### src/exu_pkg.sv
//====================
// Execution unit package
// Shared widths, opcode and unit encodings, CSR map and the
// state encodings of the divider and result stage FSMs
//====================

package exu_pkg;

    //====================
    // Widths
    //====================

    localparam int DATA_WIDTH     = 32;
    localparam int CSR_ADDR_WIDTH = 12;

    // Number of restoring divider iterations, one per quotient bit
    localparam int DIV_STEPS = 32;

    typedef logic [DATA_WIDTH-1:0]        data_word_t;
    typedef logic [CSR_ADDR_WIDTH-1:0]    csr_addr_t;
    typedef logic [$clog2(DIV_STEPS)-1:0] div_count_t;

    //====================
    // Operation encodings
    //====================

    // Codes 14 and 15 are left undefined and are trapped by the decoder
    typedef enum logic [3:0] {
        OP_ADD, OP_SUB, OP_AND, OP_OR, OP_XOR, OP_SLL, OP_SRL, OP_SLT,
        OP_MUL, OP_DIVU, OP_REMU, OP_CSRRW, OP_CSRRS, OP_CSRRC
    } exu_op_t;

    // Destination functional unit of a decoded operation
    typedef enum logic [1:0] {
        UNIT_ITU, UNIT_CSR, UNIT_NONE
    } exu_unit_t;

    //====================
    // CSR map
    //====================

    localparam csr_addr_t CSR_STATUS  = 12'h300;
    localparam csr_addr_t CSR_SCRATCH = 12'h340;
    localparam csr_addr_t CSR_INSTRET = 12'hC02;

    // Global interrupt enable is the only writable status bit
    localparam int         STATUS_GIE_BIT    = 3;
    localparam data_word_t STATUS_WRITE_MASK = 32'h0000_0008;

    //====================
    // State encodings
    //====================

    typedef enum logic [1:0] {
        DIV_IDLE, DIV_RUN, DIV_DONE
    } div_state_t;

    typedef enum logic [1:0] {
        WB_IDLE, WB_WAIT, WB_ACK
    } wb_state_t;

endpackage : exu_pkg

### src/exu_issue_if.sv
//====================
// Issue bus
// Carries one decoded operation from the decoder to the units
//====================

`timescale 1ns/100ps

interface exu_issue_if;

    // Single cycle strobe, the other fields are valid with it
    logic                  valid;

    // Unit the operation is addressed to
    exu_pkg::exu_unit_t    unit;
    exu_pkg::exu_op_t      op;

    // Operands and CSR address as registered by the decoder
    exu_pkg::data_word_t   operand_a;
    exu_pkg::data_word_t   operand_b;
    exu_pkg::csr_addr_t    csr_addr;

    // Decoder side
    modport source (
        output valid, unit, op, operand_a, operand_b, csr_addr
    );

    // Functional unit side
    modport sink (
        input valid, unit, op, operand_a, operand_b, csr_addr
    );

endinterface : exu_issue_if

### src/csr_unit.sv
//====================
// CSR unit
// Status, scratch and retired counter with swap, set and
// clear accesses and the illegal access check
//====================

`timescale 1ns/100ps

module csr_unit (
    input  logic                clk_i,
    input  logic                rst_n_i,
    exu_issue_if.sink           issue,
    input  logic                retire_i,
    output logic                done_o,
    output exu_pkg::data_word_t data_o,
    output logic                exception_o,
    output logic                glb_interrupt_enable_o
);

    logic                csr_hit;
    logic                addr_known;
    logic                illegal;
    logic                write_en;
    exu_pkg::data_word_t old_value;
    exu_pkg::data_word_t new_value;

    exu_pkg::data_word_t status_q;
    exu_pkg::data_word_t scratch_q;
    exu_pkg::data_word_t instret_q;

    assign csr_hit = issue.valid && (issue.unit == exu_pkg::UNIT_CSR);

    // Read side, an address outside the map reads zero
    always_comb begin : csr_read
        addr_known = 1'b1;
        case (issue.csr_addr)
            exu_pkg::CSR_STATUS:  old_value = status_q;
            exu_pkg::CSR_SCRATCH: old_value = scratch_q;
            exu_pkg::CSR_INSTRET: old_value = instret_q;
            default: begin
                old_value  = '0;
                addr_known = 1'b0;
            end
        endcase
    end : csr_read

    // Write value
    always_comb begin : csr_modify
        case (issue.op)
            exu_pkg::OP_CSRRW: new_value = issue.operand_a;
            exu_pkg::OP_CSRRS: new_value = old_value | issue.operand_a;
            exu_pkg::OP_CSRRC: new_value = old_value & ~issue.operand_a;
            default:           new_value = old_value;
        endcase
    end : csr_modify

    // INSTRET is read only, so only a set or clear with a zero mask may touch it
    assign illegal = !addr_known ||
                     ((issue.csr_addr == exu_pkg::CSR_INSTRET) &&
                      ((issue.op == exu_pkg::OP_CSRRW) || (issue.operand_a != '0)));

    assign write_en = csr_hit && !illegal;

    always_ff @(posedge clk_i or negedge rst_n_i) begin : csr_regs
        if (!rst_n_i) begin
            status_q  <= '0;
            scratch_q <= '0;
            instret_q <= '0;
        end else begin
            if (write_en && (issue.csr_addr == exu_pkg::CSR_STATUS)) begin
                status_q <= new_value & exu_pkg::STATUS_WRITE_MASK;
            end
            if (write_en && (issue.csr_addr == exu_pkg::CSR_SCRATCH)) begin
                scratch_q <= new_value;
            end
            // Counts every op the result stage retires without exception
            if (retire_i) begin
                instret_q <= instret_q + 1'b1;
            end
        end
    end : csr_regs

    // Result, the old value on a legal access and zero otherwise
    always_ff @(posedge clk_i or negedge rst_n_i) begin : csr_result
        if (!rst_n_i) begin
            done_o      <= 1'b0;
            exception_o <= 1'b0;
            data_o      <= '0;
        end else begin
            done_o      <= csr_hit;
            exception_o <= csr_hit && illegal;
            data_o      <= write_en ? old_value : '0;
        end
    end : csr_result

    assign glb_interrupt_enable_o = status_q[exu_pkg::STATUS_GIE_BIT];

endmodule : csr_unit

### src/execution_unit.sv
//====================
// Execution unit
// Decoder, integer unit, CSR unit and result stage behind a
// four phase req/ack handshake
//====================

`timescale 1ns/100ps

module execution_unit (
    input  logic                clk_i,
    input  logic                rst_n_i,

    // Host request
    input  logic                req_i,
    input  exu_pkg::exu_op_t    op_i,
    input  exu_pkg::data_word_t operand_a_i,
    input  exu_pkg::data_word_t operand_b_i,
    input  exu_pkg::csr_addr_t  csr_addr_i,

    // Host response
    output logic                ack_o,
    output exu_pkg::data_word_t result_o,
    output logic                exception_o,

    // Status register bit 3
    output logic                glb_interrupt_enable_o
);

    logic                busy;
    logic                bad_op_done;
    logic                retire;
    logic                itu_done;
    exu_pkg::data_word_t itu_data;
    logic                csr_done;
    exu_pkg::data_word_t csr_data;
    logic                csr_exception;

    exu_issue_if issue_bus ();

    //====================
    // Decode
    //====================

    uop_decoder uop_decoder_i (
        .clk_i         ( clk_i       ),
        .rst_n_i       ( rst_n_i     ),
        .req_i         ( req_i       ),
        .op_i          ( op_i        ),
        .operand_a_i   ( operand_a_i ),
        .operand_b_i   ( operand_b_i ),
        .csr_addr_i    ( csr_addr_i  ),
        .busy_i        ( busy        ),
        .issue         ( issue_bus   ),
        .bad_op_done_o ( bad_op_done )
    );

    //====================
    // Execute
    //====================

    integer_unit integer_unit_i (
        .clk_i   ( clk_i     ),
        .rst_n_i ( rst_n_i   ),
        .issue   ( issue_bus ),
        .done_o  ( itu_done  ),
        .data_o  ( itu_data  )
    );

    csr_unit csr_unit_i (
        .clk_i                  ( clk_i                  ),
        .rst_n_i                ( rst_n_i                ),
        .issue                  ( issue_bus              ),
        .retire_i               ( retire                 ),
        .done_o                 ( csr_done               ),
        .data_o                 ( csr_data               ),
        .exception_o            ( csr_exception          ),
        .glb_interrupt_enable_o ( glb_interrupt_enable_o )
    );

    //====================
    // Result
    //====================

    result_writeback result_writeback_i (
        .clk_i           ( clk_i         ),
        .rst_n_i         ( rst_n_i       ),
        .req_i           ( req_i         ),
        .itu_done_i      ( itu_done      ),
        .itu_data_i      ( itu_data      ),
        .csr_done_i      ( csr_done      ),
        .csr_data_i      ( csr_data      ),
        .csr_exception_i ( csr_exception ),
        .bad_op_done_i   ( bad_op_done   ),
        .busy_o          ( busy          ),
        .retire_o        ( retire        ),
        .ack_o           ( ack_o         ),
        .result_o        ( result_o      ),
        .exception_o     ( exception_o   )
    );

endmodule : execution_unit

### src/integer_unit.sv
//====================
// Integer unit
// Single cycle ALU and low multiply, plus an iterative
// restoring divider for unsigned quotient and remainder
//====================

`timescale 1ns/100ps

module integer_unit (
    input  logic                clk_i,
    input  logic                rst_n_i,
    exu_issue_if.sink           issue,
    output logic                done_o,
    output exu_pkg::data_word_t data_o
);

    logic                itu_hit;
    logic                is_div;
    exu_pkg::data_word_t alu_result;
    logic                alu_done_q;
    exu_pkg::data_word_t alu_data_q;

    assign itu_hit = issue.valid && (issue.unit == exu_pkg::UNIT_ITU);
    assign is_div  = (issue.op == exu_pkg::OP_DIVU) || (issue.op == exu_pkg::OP_REMU);

    //====================
    // Single cycle path
    //====================

    always_comb begin : alu_logic
        case (issue.op)
            exu_pkg::OP_ADD: alu_result = issue.operand_a + issue.operand_b;
            exu_pkg::OP_SUB: alu_result = issue.operand_a - issue.operand_b;
            exu_pkg::OP_AND: alu_result = issue.operand_a & issue.operand_b;
            exu_pkg::OP_OR:  alu_result = issue.operand_a | issue.operand_b;
            exu_pkg::OP_XOR: alu_result = issue.operand_a ^ issue.operand_b;
            exu_pkg::OP_SLL: alu_result = issue.operand_a << issue.operand_b[4:0];
            exu_pkg::OP_SRL: alu_result = issue.operand_a >> issue.operand_b[4:0];
            exu_pkg::OP_SLT: alu_result =
                ($signed(issue.operand_a) < $signed(issue.operand_b)) ? 32'd1 : 32'd0;
            // Only the low half of the product is kept
            exu_pkg::OP_MUL: alu_result = issue.operand_a * issue.operand_b;
            default:         alu_result = '0;
        endcase
    end : alu_logic

    always_ff @(posedge clk_i or negedge rst_n_i) begin : alu_done_reg
        if (!rst_n_i) begin
            alu_done_q <= 1'b0;
        end else begin
            alu_done_q <= itu_hit && !is_div;
        end
    end : alu_done_reg

    always_ff @(posedge clk_i) begin : alu_data_reg
        if (itu_hit && !is_div) begin
            alu_data_q <= alu_result;
        end
    end : alu_data_reg

    //====================
    // Divider
    //====================

    exu_pkg::div_state_t div_state;
    exu_pkg::div_count_t step_cnt_q;
    exu_pkg::data_word_t divisor_q;
    exu_pkg::data_word_t quotient_q;
    exu_pkg::data_word_t remainder_q;
    logic                rem_sel_q;
    logic [exu_pkg::DATA_WIDTH:0] shifted;
    logic [exu_pkg::DATA_WIDTH:0] diff;

    // Partial remainder shifted left with the next dividend bit brought in
    assign shifted = {remainder_q, quotient_q[exu_pkg::DATA_WIDTH-1]};
    assign diff    = shifted - {1'b0, divisor_q};

    always_ff @(posedge clk_i or negedge rst_n_i) begin : div_fsm
        if (!rst_n_i) begin
            div_state  <= exu_pkg::DIV_IDLE;
            step_cnt_q <= '0;
        end else begin
            case (div_state)
                exu_pkg::DIV_IDLE: if (itu_hit && is_div) begin
                    div_state  <= exu_pkg::DIV_RUN;
                    step_cnt_q <= '0;
                end

                exu_pkg::DIV_RUN: begin
                    step_cnt_q <= step_cnt_q + 1'b1;
                    if (step_cnt_q == exu_pkg::div_count_t'(exu_pkg::DIV_STEPS - 1)) begin
                        div_state <= exu_pkg::DIV_DONE;
                    end
                end

                default: div_state <= exu_pkg::DIV_IDLE;
            endcase
        end
    end : div_fsm

    // A zero divisor always subtracts, giving all ones and the dividend back
    always_ff @(posedge clk_i) begin : div_datapath
        if ((div_state == exu_pkg::DIV_IDLE) && itu_hit && is_div) begin
            divisor_q   <= issue.operand_b;
            quotient_q  <= issue.operand_a;
            remainder_q <= '0;
            rem_sel_q   <= (issue.op == exu_pkg::OP_REMU);
        end else if (div_state == exu_pkg::DIV_RUN) begin
            if (!diff[exu_pkg::DATA_WIDTH]) begin
                remainder_q <= diff[exu_pkg::DATA_WIDTH-1:0];
                quotient_q  <= {quotient_q[exu_pkg::DATA_WIDTH-2:0], 1'b1};
            end else begin
                remainder_q <= shifted[exu_pkg::DATA_WIDTH-1:0];
                quotient_q  <= {quotient_q[exu_pkg::DATA_WIDTH-2:0], 1'b0};
            end
        end
    end : div_datapath

    // DIV_DONE lasts one cycle, so the done pulse stays single
    assign done_o = alu_done_q || (div_state == exu_pkg::DIV_DONE);
    assign data_o = (div_state == exu_pkg::DIV_DONE) ?
                    (rem_sel_q ? remainder_q : quotient_q) : alu_data_q;

endmodule : integer_unit

### src/result_writeback.sv
//====================
// Result stage
// Holds the unit result and runs the host side of the handshake
//====================

`timescale 1ns/100ps

module result_writeback (
    input  logic                clk_i,
    input  logic                rst_n_i,
    input  logic                req_i,
    input  logic                itu_done_i,
    input  exu_pkg::data_word_t itu_data_i,
    input  logic                csr_done_i,
    input  exu_pkg::data_word_t csr_data_i,
    input  logic                csr_exception_i,
    input  logic                bad_op_done_i,
    output logic                busy_o,
    output logic                retire_o,
    output logic                ack_o,
    output exu_pkg::data_word_t result_o,
    output logic                exception_o
);

    exu_pkg::wb_state_t state;
    logic               any_done;

    assign any_done = itu_done_i || csr_done_i || bad_op_done_i;

    always_ff @(posedge clk_i or negedge rst_n_i) begin : wb_fsm
        if (!rst_n_i) begin
            state       <= exu_pkg::WB_IDLE;
            result_o    <= '0;
            exception_o <= 1'b0;
            retire_o    <= 1'b0;
        end else begin
            retire_o <= 1'b0;

            case (state)
                exu_pkg::WB_IDLE: if (req_i) begin
                    state <= exu_pkg::WB_WAIT;
                end

                // Only one unit pulses per operation
                exu_pkg::WB_WAIT: if (any_done) begin
                    state <= exu_pkg::WB_ACK;
                    if (itu_done_i) begin
                        result_o    <= itu_data_i;
                        exception_o <= 1'b0;
                        retire_o    <= 1'b1;
                    end else if (csr_done_i) begin
                        result_o    <= csr_data_i;
                        exception_o <= csr_exception_i;
                        retire_o    <= !csr_exception_i;
                    end else begin
                        // Undefined opcode
                        result_o    <= '0;
                        exception_o <= 1'b1;
                    end
                end

                // Result stays put until the host drops the request
                exu_pkg::WB_ACK: if (!req_i) begin
                    state <= exu_pkg::WB_IDLE;
                end

                default: state <= exu_pkg::WB_IDLE;
            endcase
        end
    end : wb_fsm

    assign ack_o  = (state == exu_pkg::WB_ACK);
    assign busy_o = (state != exu_pkg::WB_IDLE);

endmodule : result_writeback

### src/uop_decoder.sv
//====================
// Micro-operation decoder
// Accepts a new request, picks the target unit and issues it
//====================

`timescale 1ns/100ps

module uop_decoder (
    input  logic                clk_i,
    input  logic                rst_n_i,
    input  logic                req_i,
    input  exu_pkg::exu_op_t    op_i,
    input  exu_pkg::data_word_t operand_a_i,
    input  exu_pkg::data_word_t operand_b_i,
    input  exu_pkg::csr_addr_t  csr_addr_i,
    input  logic                busy_i,
    exu_issue_if.source         issue,
    output logic                bad_op_done_o
);

    exu_pkg::exu_unit_t unit_sel;
    logic               new_req;
    logic               valid_q;
    logic               bad_op_q;

    // Registered copy of the request that goes out on the issue bus
    exu_pkg::exu_unit_t  unit_q;
    exu_pkg::exu_op_t    op_q;
    exu_pkg::data_word_t operand_a_q;
    exu_pkg::data_word_t operand_b_q;
    exu_pkg::csr_addr_t  csr_addr_q;

    // A request counts only once the result stage is idle and the last issue has left
    assign new_req = req_i && !busy_i && !valid_q && !bad_op_q;

    // Opcode classification
    always_comb begin : unit_select
        case (op_i)
            exu_pkg::OP_ADD, exu_pkg::OP_SUB, exu_pkg::OP_AND, exu_pkg::OP_OR,
            exu_pkg::OP_XOR, exu_pkg::OP_SLL, exu_pkg::OP_SRL, exu_pkg::OP_SLT,
            exu_pkg::OP_MUL, exu_pkg::OP_DIVU, exu_pkg::OP_REMU:
                unit_sel = exu_pkg::UNIT_ITU;

            exu_pkg::OP_CSRRW, exu_pkg::OP_CSRRS, exu_pkg::OP_CSRRC:
                unit_sel = exu_pkg::UNIT_CSR;

            // Codes past CSRRC have no owner
            default: unit_sel = exu_pkg::UNIT_NONE;
        endcase
    end : unit_select

    // Strobes, both pulse for one cycle
    always_ff @(posedge clk_i or negedge rst_n_i) begin : strobe_reg
        if (!rst_n_i) begin
            valid_q  <= 1'b0;
            bad_op_q <= 1'b0;
        end else begin
            valid_q  <= new_req && (unit_sel != exu_pkg::UNIT_NONE);
            bad_op_q <= new_req && (unit_sel == exu_pkg::UNIT_NONE);
        end
    end : strobe_reg

    // Payload is only loaded on an accepted request
    always_ff @(posedge clk_i) begin : payload_reg
        if (new_req) begin
            unit_q      <= unit_sel;
            op_q        <= op_i;
            operand_a_q <= operand_a_i;
            operand_b_q <= operand_b_i;
            csr_addr_q  <= csr_addr_i;
        end
    end : payload_reg

    assign issue.valid     = valid_q;
    assign issue.unit      = unit_q;
    assign issue.op        = op_q;
    assign issue.operand_a = operand_a_q;
    assign issue.operand_b = operand_b_q;
    assign issue.csr_addr  = csr_addr_q;

    // An undefined opcode completes right here, in step with the issue
    assign bad_op_done_o = bad_op_q;

endmodule : uop_decoder
### config.mk
export PLATFORM = sky130hd
export DESIGN_NAME = execution_unit
export DESIGN_NICKNAME = d
export VERILOG_FILES = /design/src/exu_pkg.sv /design/src/exu_issue_if.sv /design/src/csr_unit.sv /design/src/execution_unit.sv /design/src/integer_unit.sv /design/src/result_writeback.sv /design/src/uop_decoder.sv
export SDC_FILE = /design/constraint.sdc
export NUM_CORES = 2
export LEC_CHECK = 0
export ABC_AREA = 1
export BUFFER_PORTS_ARGS = -buffer_cell sky130_fd_sc_hd__buf_2
export CAP_MARGIN = 10
export CELL_PAD_IN_SITES_DETAIL_PLACEMENT = 2
export CELL_PAD_IN_SITES_GLOBAL_PLACEMENT = 2
export CORE_MARGIN = 10
export CORE_UTILIZATION = 35
export CTS_BUF_LIST = sky130_fd_sc_hd__clkbuf_4
export DETAILED_ROUTE_END_ITERATION = 12
export HOLD_SLACK_MARGIN = 0.06
export PLACE_DENSITY = 0.72
export SETUP_SLACK_MARGIN = 0.4
export SYNTH_ARGS = -nofsm -noshare
export SYNTH_HDL_FRONTEND = slang
export SYNTH_SLANG_ARGS = --single-unit
### constraint.sdc
create_clock -name clk_i -period 9.3 [get_ports clk_i]
set_input_delay 0.93 -clock clk_i [delete_from_list [all_inputs] [get_ports clk_i]]
set_output_delay 0.93 -clock clk_i [all_outputs]
set_load 0.05 [all_outputs]
# Word-level counts from Yosys, hierarchy flattened
# Memory sizes are Yosys's and may differ from the RTL's.
# Cells that the tools add are included.
# Widths: inputs -> output; s select.
[op_classes]
add_sub_neg = 5
mul = 1
div_mod_pow = 0
magnitude_cmp = 1
n_eq_ne = 29
n_shift = 2
muxes = 29
bitwise = 6
n_reduce_logical = 42
[ops]
columns = ["cell", "count"]
rows = [
  ["$pmux 32 s9", 1],
  ["$mux 32", 8],
  ["$pmux 32 s3", 2],
  ["$and 32x32->32", 2],
  ["$or 32x32->32", 2],
  ["$sub 33x32->33", 1],
  ["$add 32x1->32 const B", 1],
  ["$add 32x32->32", 1],
  ["$lt 32x32->1", 1],
  ["$mul 32x32->32", 1],
  ["$not 32->32", 1],
  ["$reduce_bool 32->1", 1],
  ["$shl 32x5->32", 1],
  ["$shr 32x5->32", 1],
  ["$sub 32x32->32", 1],
  ["$xor 32x32->32", 1],
  ["$eq 12x10->1 const B", 2],
  ["$eq 4x4->1 const B", 6],
  ["$eq 4x3->1 const B", 4],
  ["$logic_and 1x1->1", 16],
  ["$eq 12x12->1 const B", 1],
  ["$mux 2", 5],
  ["$pmux 5 s2", 1],
  ["$mux 1", 9],
  ["other kinds (19)", 45],
]
[totals]
ff_bits = 356
latch_bits = 0
ramBits = 0
romBits = 32
inputBits = 83
output_inout_bits = 35
memories = 1
[memory_table]
columns = ["name", "depth", "width", "rd", "rd_clocked_by_memory_dff", "write_ports", "line_no", "text"]
rows = [
  ["(name not given)", 16, 2, 1, 0, 0, "uop_decoder.sv:38", "case (op_i)"],
]

# Logic depth before layout (Yosys ltp)
[depth]
word_depth = 8
ltp_mapped = 40

# Modules after synthesis
# From an unflattened synthesis, not the netlist that was laid out.
[unflattened]
cells_unflattened = 5895
area_unflattened_um2 = 42764.8
[modules_own_cells]
columns = ["module", "instances", "cells_each", "area_each_um2", "seq_area_each_um2"]
rows = [
  ["integer_unit", 1, 4759, 32620.0, 3753.6],
  ["csr_unit", 1, 772, 5592.9, 2477.4],
  ["uop_decoder", 1, 97, 2563.7, 2512.4],
  ["result_writeback", 1, 267, 1988.2, 900.9],
]

# Worst setup path after synthesis
# No wires, ideal clock.
[synth_timing]
path_type = "register to register"
from = "register uop_decoder_i.operand_b_q[2] (netlist: uop_decoder_i.issue.operand_b[2])"
to = "register integer_unit_i.alu_data_q[29] (data pin)"
t_arrival_ps = 7104
required_time_ps = 9034
setup_slack_ps = 1930
stages_incl_launch_ff = 32
path_cell_list = "edfxtp_1 > clkbuf_1 > clkbuf_1 > clkbuf_1 > buf_2 > buf_1 > nand2_1 > inv_1 > fa_1 > inv_1 > fa_1 > fa_1 > fa_1 > inv_1 > fa_1 > inv_1 > fa_1 > inv_1 > fa_1 > fa_1 > ha_1 > nand2_1 > nor4_1 > nand3_1 > nand3_1 > nand2_1 > nand2_1 > nand3_1 > nand2_1 > nand2_1 > nand3_1 > nand4_1"
[synth_between]
elab_chain_len = 2
elab_cells_between_ends = 6
classes_between = "add/sub (2); mul (1); shift (2); mux (1)"
[synth_rtl]
columns = ["item", "line_no", "text"]
rows = [
  ["from (decl)", "uop_decoder.sv:30", "exu_pkg::data_word_t operand_b_q;"],
  ["from (signal assigned)", "uop_decoder.sv:69", "operand_b_q <= operand_b_i;"],
  ["$mul 32x32->32, or another cell as far along", "integer_unit.sv:42", "exu_pkg::OP_MUL: alu_result = issue.operand_a * issue.operand_b;"],
  ["$pmux 32 s9 *", "integer_unit.sv:31", "case (issue.op)"],
  ["via integer_unit_i.alu_result[29]", "integer_unit.sv:19", "exu_pkg::data_word_t alu_result;"],
  ["to (signal assigned)", "integer_unit.sv:57", "alu_data_q <= alu_result;"],
  ["to (decl)", "integer_unit.sv:21", "exu_pkg::data_word_t alu_data_q;"],
]
# The timed path passes the listed nets; every way through them passes the cells marked *.
# A chain may end at the register's enable or synchronous reset.

# Worst setup path after layout
[layout_timing]
from = "register uop_decoder_i.operand_b_q[7] (netlist: uop_decoder_i.issue.operand_b[7])"
to = "register integer_unit_i.alu_data_q[24] (data pin)"
[layout_between]
elab_chain_len = 2
elab_cells_between_ends = 4
classes_between = "add/sub (2); mul (1); mux (1)"
[layout_rtl]
columns = ["item", "line_no"]
rows = [
  ["$mul 32x32->32, or another cell as far along", "integer_unit.sv:42"],
  ["$pmux 32 s9 *", "integer_unit.sv:31"],
  ["via integer_unit_i.alu_result[24]", "integer_unit.sv:19"],
]
# Marks and branches as above.

==> metrics <==
outcome completed; crit path max fanout 27; # port buffers 117; r2r startpoint uop_decoder_i.issue.operand_b[7]; MaxCap Viol Count 0; R2R Setup Slk 640 ps; Vias 41500; Min-Delay Path Depth 1; Post-synth top flop edfxtp_1; Total Die Area 133000 um^2; ys async rst share 40.7%; global-route wire length before repair 319000 um; Placed Area 44000 um^2; Routed WL 222000 um; Arr. time, crit path 9500 ps; critical path class register to register; dpl hpwl 174000 um; Hold EP uop_decoder_i.issue.operand_a[7]; layout cells sized above 1 7.93%; largest buffer count on any clock path 3; DIE WIDTH 365 um; fin crit share 93.1%; Post-synth EDFFs 179; Max-slew headroom 15.0%; final hold vios 0; RSZ-0062 raised after global routing false; Final min period 8660 ps; pin count of the biggest net entering global routing 79; pins over their slew limit 0; Post-CTS Hold Buffers 80; worst slew pin tran 1240 ps; CTS Buf Count 113; Crit. End Element register; HP Class primary input to register; GRT overflow 0; clock root buffer clkbuf_4; clock-pin slew on the worst setup and hold paths 70 ps; initial antenna violation count 20; final setup fails 0; CP startpoint kind register; average wire per standard cell 29.7 um; skew final 162 ps; commonest non-fill, non-tap cell in the layout nand2_1; Layout Nets 6578; core area 118000 um^2; clock latency at the later pin of the worst-skew pair 1200 ps; Avg Inst Size Synth 7.35 um^2; post-CTS sizing 0; DRT Pass-1 Iters 6; Fillers 13900; routed vias/inst 5.55; H-Tree Depth 3; register area share after synthesis 23.2%; worst hold start operand_a_i[7]; Synth Register Bits 356; DRC 0; Layout area overhead 11.7%; Site Rows 126; Post-CTS Setup Bufs 0; Starting DRT DRC Count 3689; worst reg2reg path depth 22; die height 365 um; num ports 118; CTS sink cnt 356; CTS tree built; final instance area 46500 um^2; Synth cell types 60; Ys Warns 0; Post-Syn Area 41700 um^2; most frequent cells in the layout nand2_1, inv_1, o21ai_0; starting density of the core 35.3%; DRT antenna net count 0; Fmax achieved 116 MHz; Setup TNS 0 ps; Critical R2R Capture integer_unit_i.alu_data_q[24]; GPL Wtd Cong 1.03; Synth Instances 5666; vias in the first global route 44500; GRT Total Usage 33.0%; Synthesized Nets 6415; Worst EP required 10140 ps
-- synth_stat cells (all sizes together) (4+ instances only) --
master   instances  area, um^2
buf             79         387
o211ai          21         171
o21a            45         338
nand4           51         319
xor2            71         622
nand3b           9        67.6
a221oi          14         123
a21o             8        60.1
fa             411        8230
o21bai          31         233
o2111ai          8        70.1
a211oi          20         150
ha             255        3190
o22ai           53         332
nor3            43         230
nand3          194         976
dfrtp          145        3630
nor2           296        1110
clkbuf         191         718
nand2         1415        5310
o21ai          436        2190
nor4            30         213
a21boi           9        67.6
o221ai          10        87.6
dfxtp           32         641
edfxtp         179        5380
a31oi           50         313
a21oi          285        1430
inv           1205        4520
o31ai            6        45.0
mux2i           12         120
or2             15        93.8
xnor2           14         123
and2             4        25.0
-- cells by family (layout without fill, tap and decap cells) --
kind of cell	after synthesis	count (layout)	synth area share (%)
buf+inv	1478	1740	13.5
xor+xnor	85	85	1.79
mux	12	12	0.288
flops	356	356	23.2
simple gates	2059	2059	20.1
fa+ha+maj	666	666	27.4
compound gates	1010	1010	13.8
other cells	0	13	0
-- state kept, by name, summed over array words and instances, names as in the netlist, 4 cells and up --
signal / flops
csr_unit_i.data_o: 32
csr_unit_i.instret_q: 32
csr_unit_i.scratch_q: 32
integer_unit_i.alu_data_q: 32
integer_unit_i.divisor_q: 32
integer_unit_i.quotient_q: 32
integer_unit_i.remainder_q: 32
integer_unit_i.step_cnt_q: 5
result_writeback_i.result_o: 32
uop_decoder_i.issue.csr_addr: 12
uop_decoder_i.issue.op: 4
uop_decoder_i.issue.operand_a: 32
uop_decoder_i.issue.operand_b: 32
-- layer usage --
layer | vias to the layer above | part of all wire [%] | global-route usage [%]
met5 | - | 0.049 | 0
met4 | 16 | 5.7 | 16.3
met3 | 463 | 7.4 | 5.96
met2 | 1589 | 45 | 53.0
met1 | 21300 | 41 | 42.6
li1 | 18100 | - | -
-- final cells by class --
type | count | area, um^2 | share of cell area, %
Antenna cell | 13 | 32.5 | 0.0699
Tap cell | 1536 | 1920 | 4.13
Inverter | 1208 | 4530 | 9.74
Sequential cell | 356 | 9640 | 20.7
Clock buffer | 167 | 1250 | 2.69
Clock inverter | 47 | 397 | 0.852
Timing Repair Buffer | 318 | 2330 | 5.00
Multi-Input combinational cell | 3832 | 26400 | 56.8
-- worst max-delay path: stages, from the launching register on --
cell and delay, ps:
edfxtp_1 1140, ha_1 320, inv_1 180, fa_1 550, inv_1 60, fa_1 450, fa_1 470, inv_1 110
fa_1 420, inv_1 90, fa_1 430, ha_1 300, fa_1 500, fa_1 420, ha_1 490, nand4_1 200
nor3_1 690, nand4_1 370, nand3_1 310, a21o_1 200, a21oi_1 80, o21ai_0 290, nand4_1 270
-- through the flow --
stage                     std cells  setup WS (ps)  hold slack (ps)  utilization, %
after global placement         7170           1040              460            37.3
after CTS                      7464            940             99.6            39.4
after floorplan                5666           1930              442               -
after detailed placement       7170            939              460            37.3
final                          7477            645              158            39.4
after global routing           7472            508             98.4            39.4
-- how the worst max path moves through the flow --
stage | from | end | cells after the start
3_3_place_gp | uop_decoder_i.issue.operand_b[7] | integer_unit_i.alu_data_q[24] | 23
5_1_grt | uop_decoder_i.issue.operand_b[7] | integer_unit_i.alu_data_q[24] | 23
6_report | uop_decoder_i.issue.operand_b[7] | integer_unit_i.alu_data_q[24] | 22
4_1_cts | uop_decoder_i.issue.operand_b[7] | integer_unit_i.alu_data_q[24] | 22
3_5_place_dp | uop_decoder_i.issue.operand_b[7] | integer_unit_i.alu_data_q[24] | 22
2_1_floorplan | uop_decoder_i.issue.operand_b[2] | integer_unit_i.alu_data_q[29] | 31
Power is not shown: default switching activity piles up to over one toggle a cycle in this logic, so the estimate is an artifact.
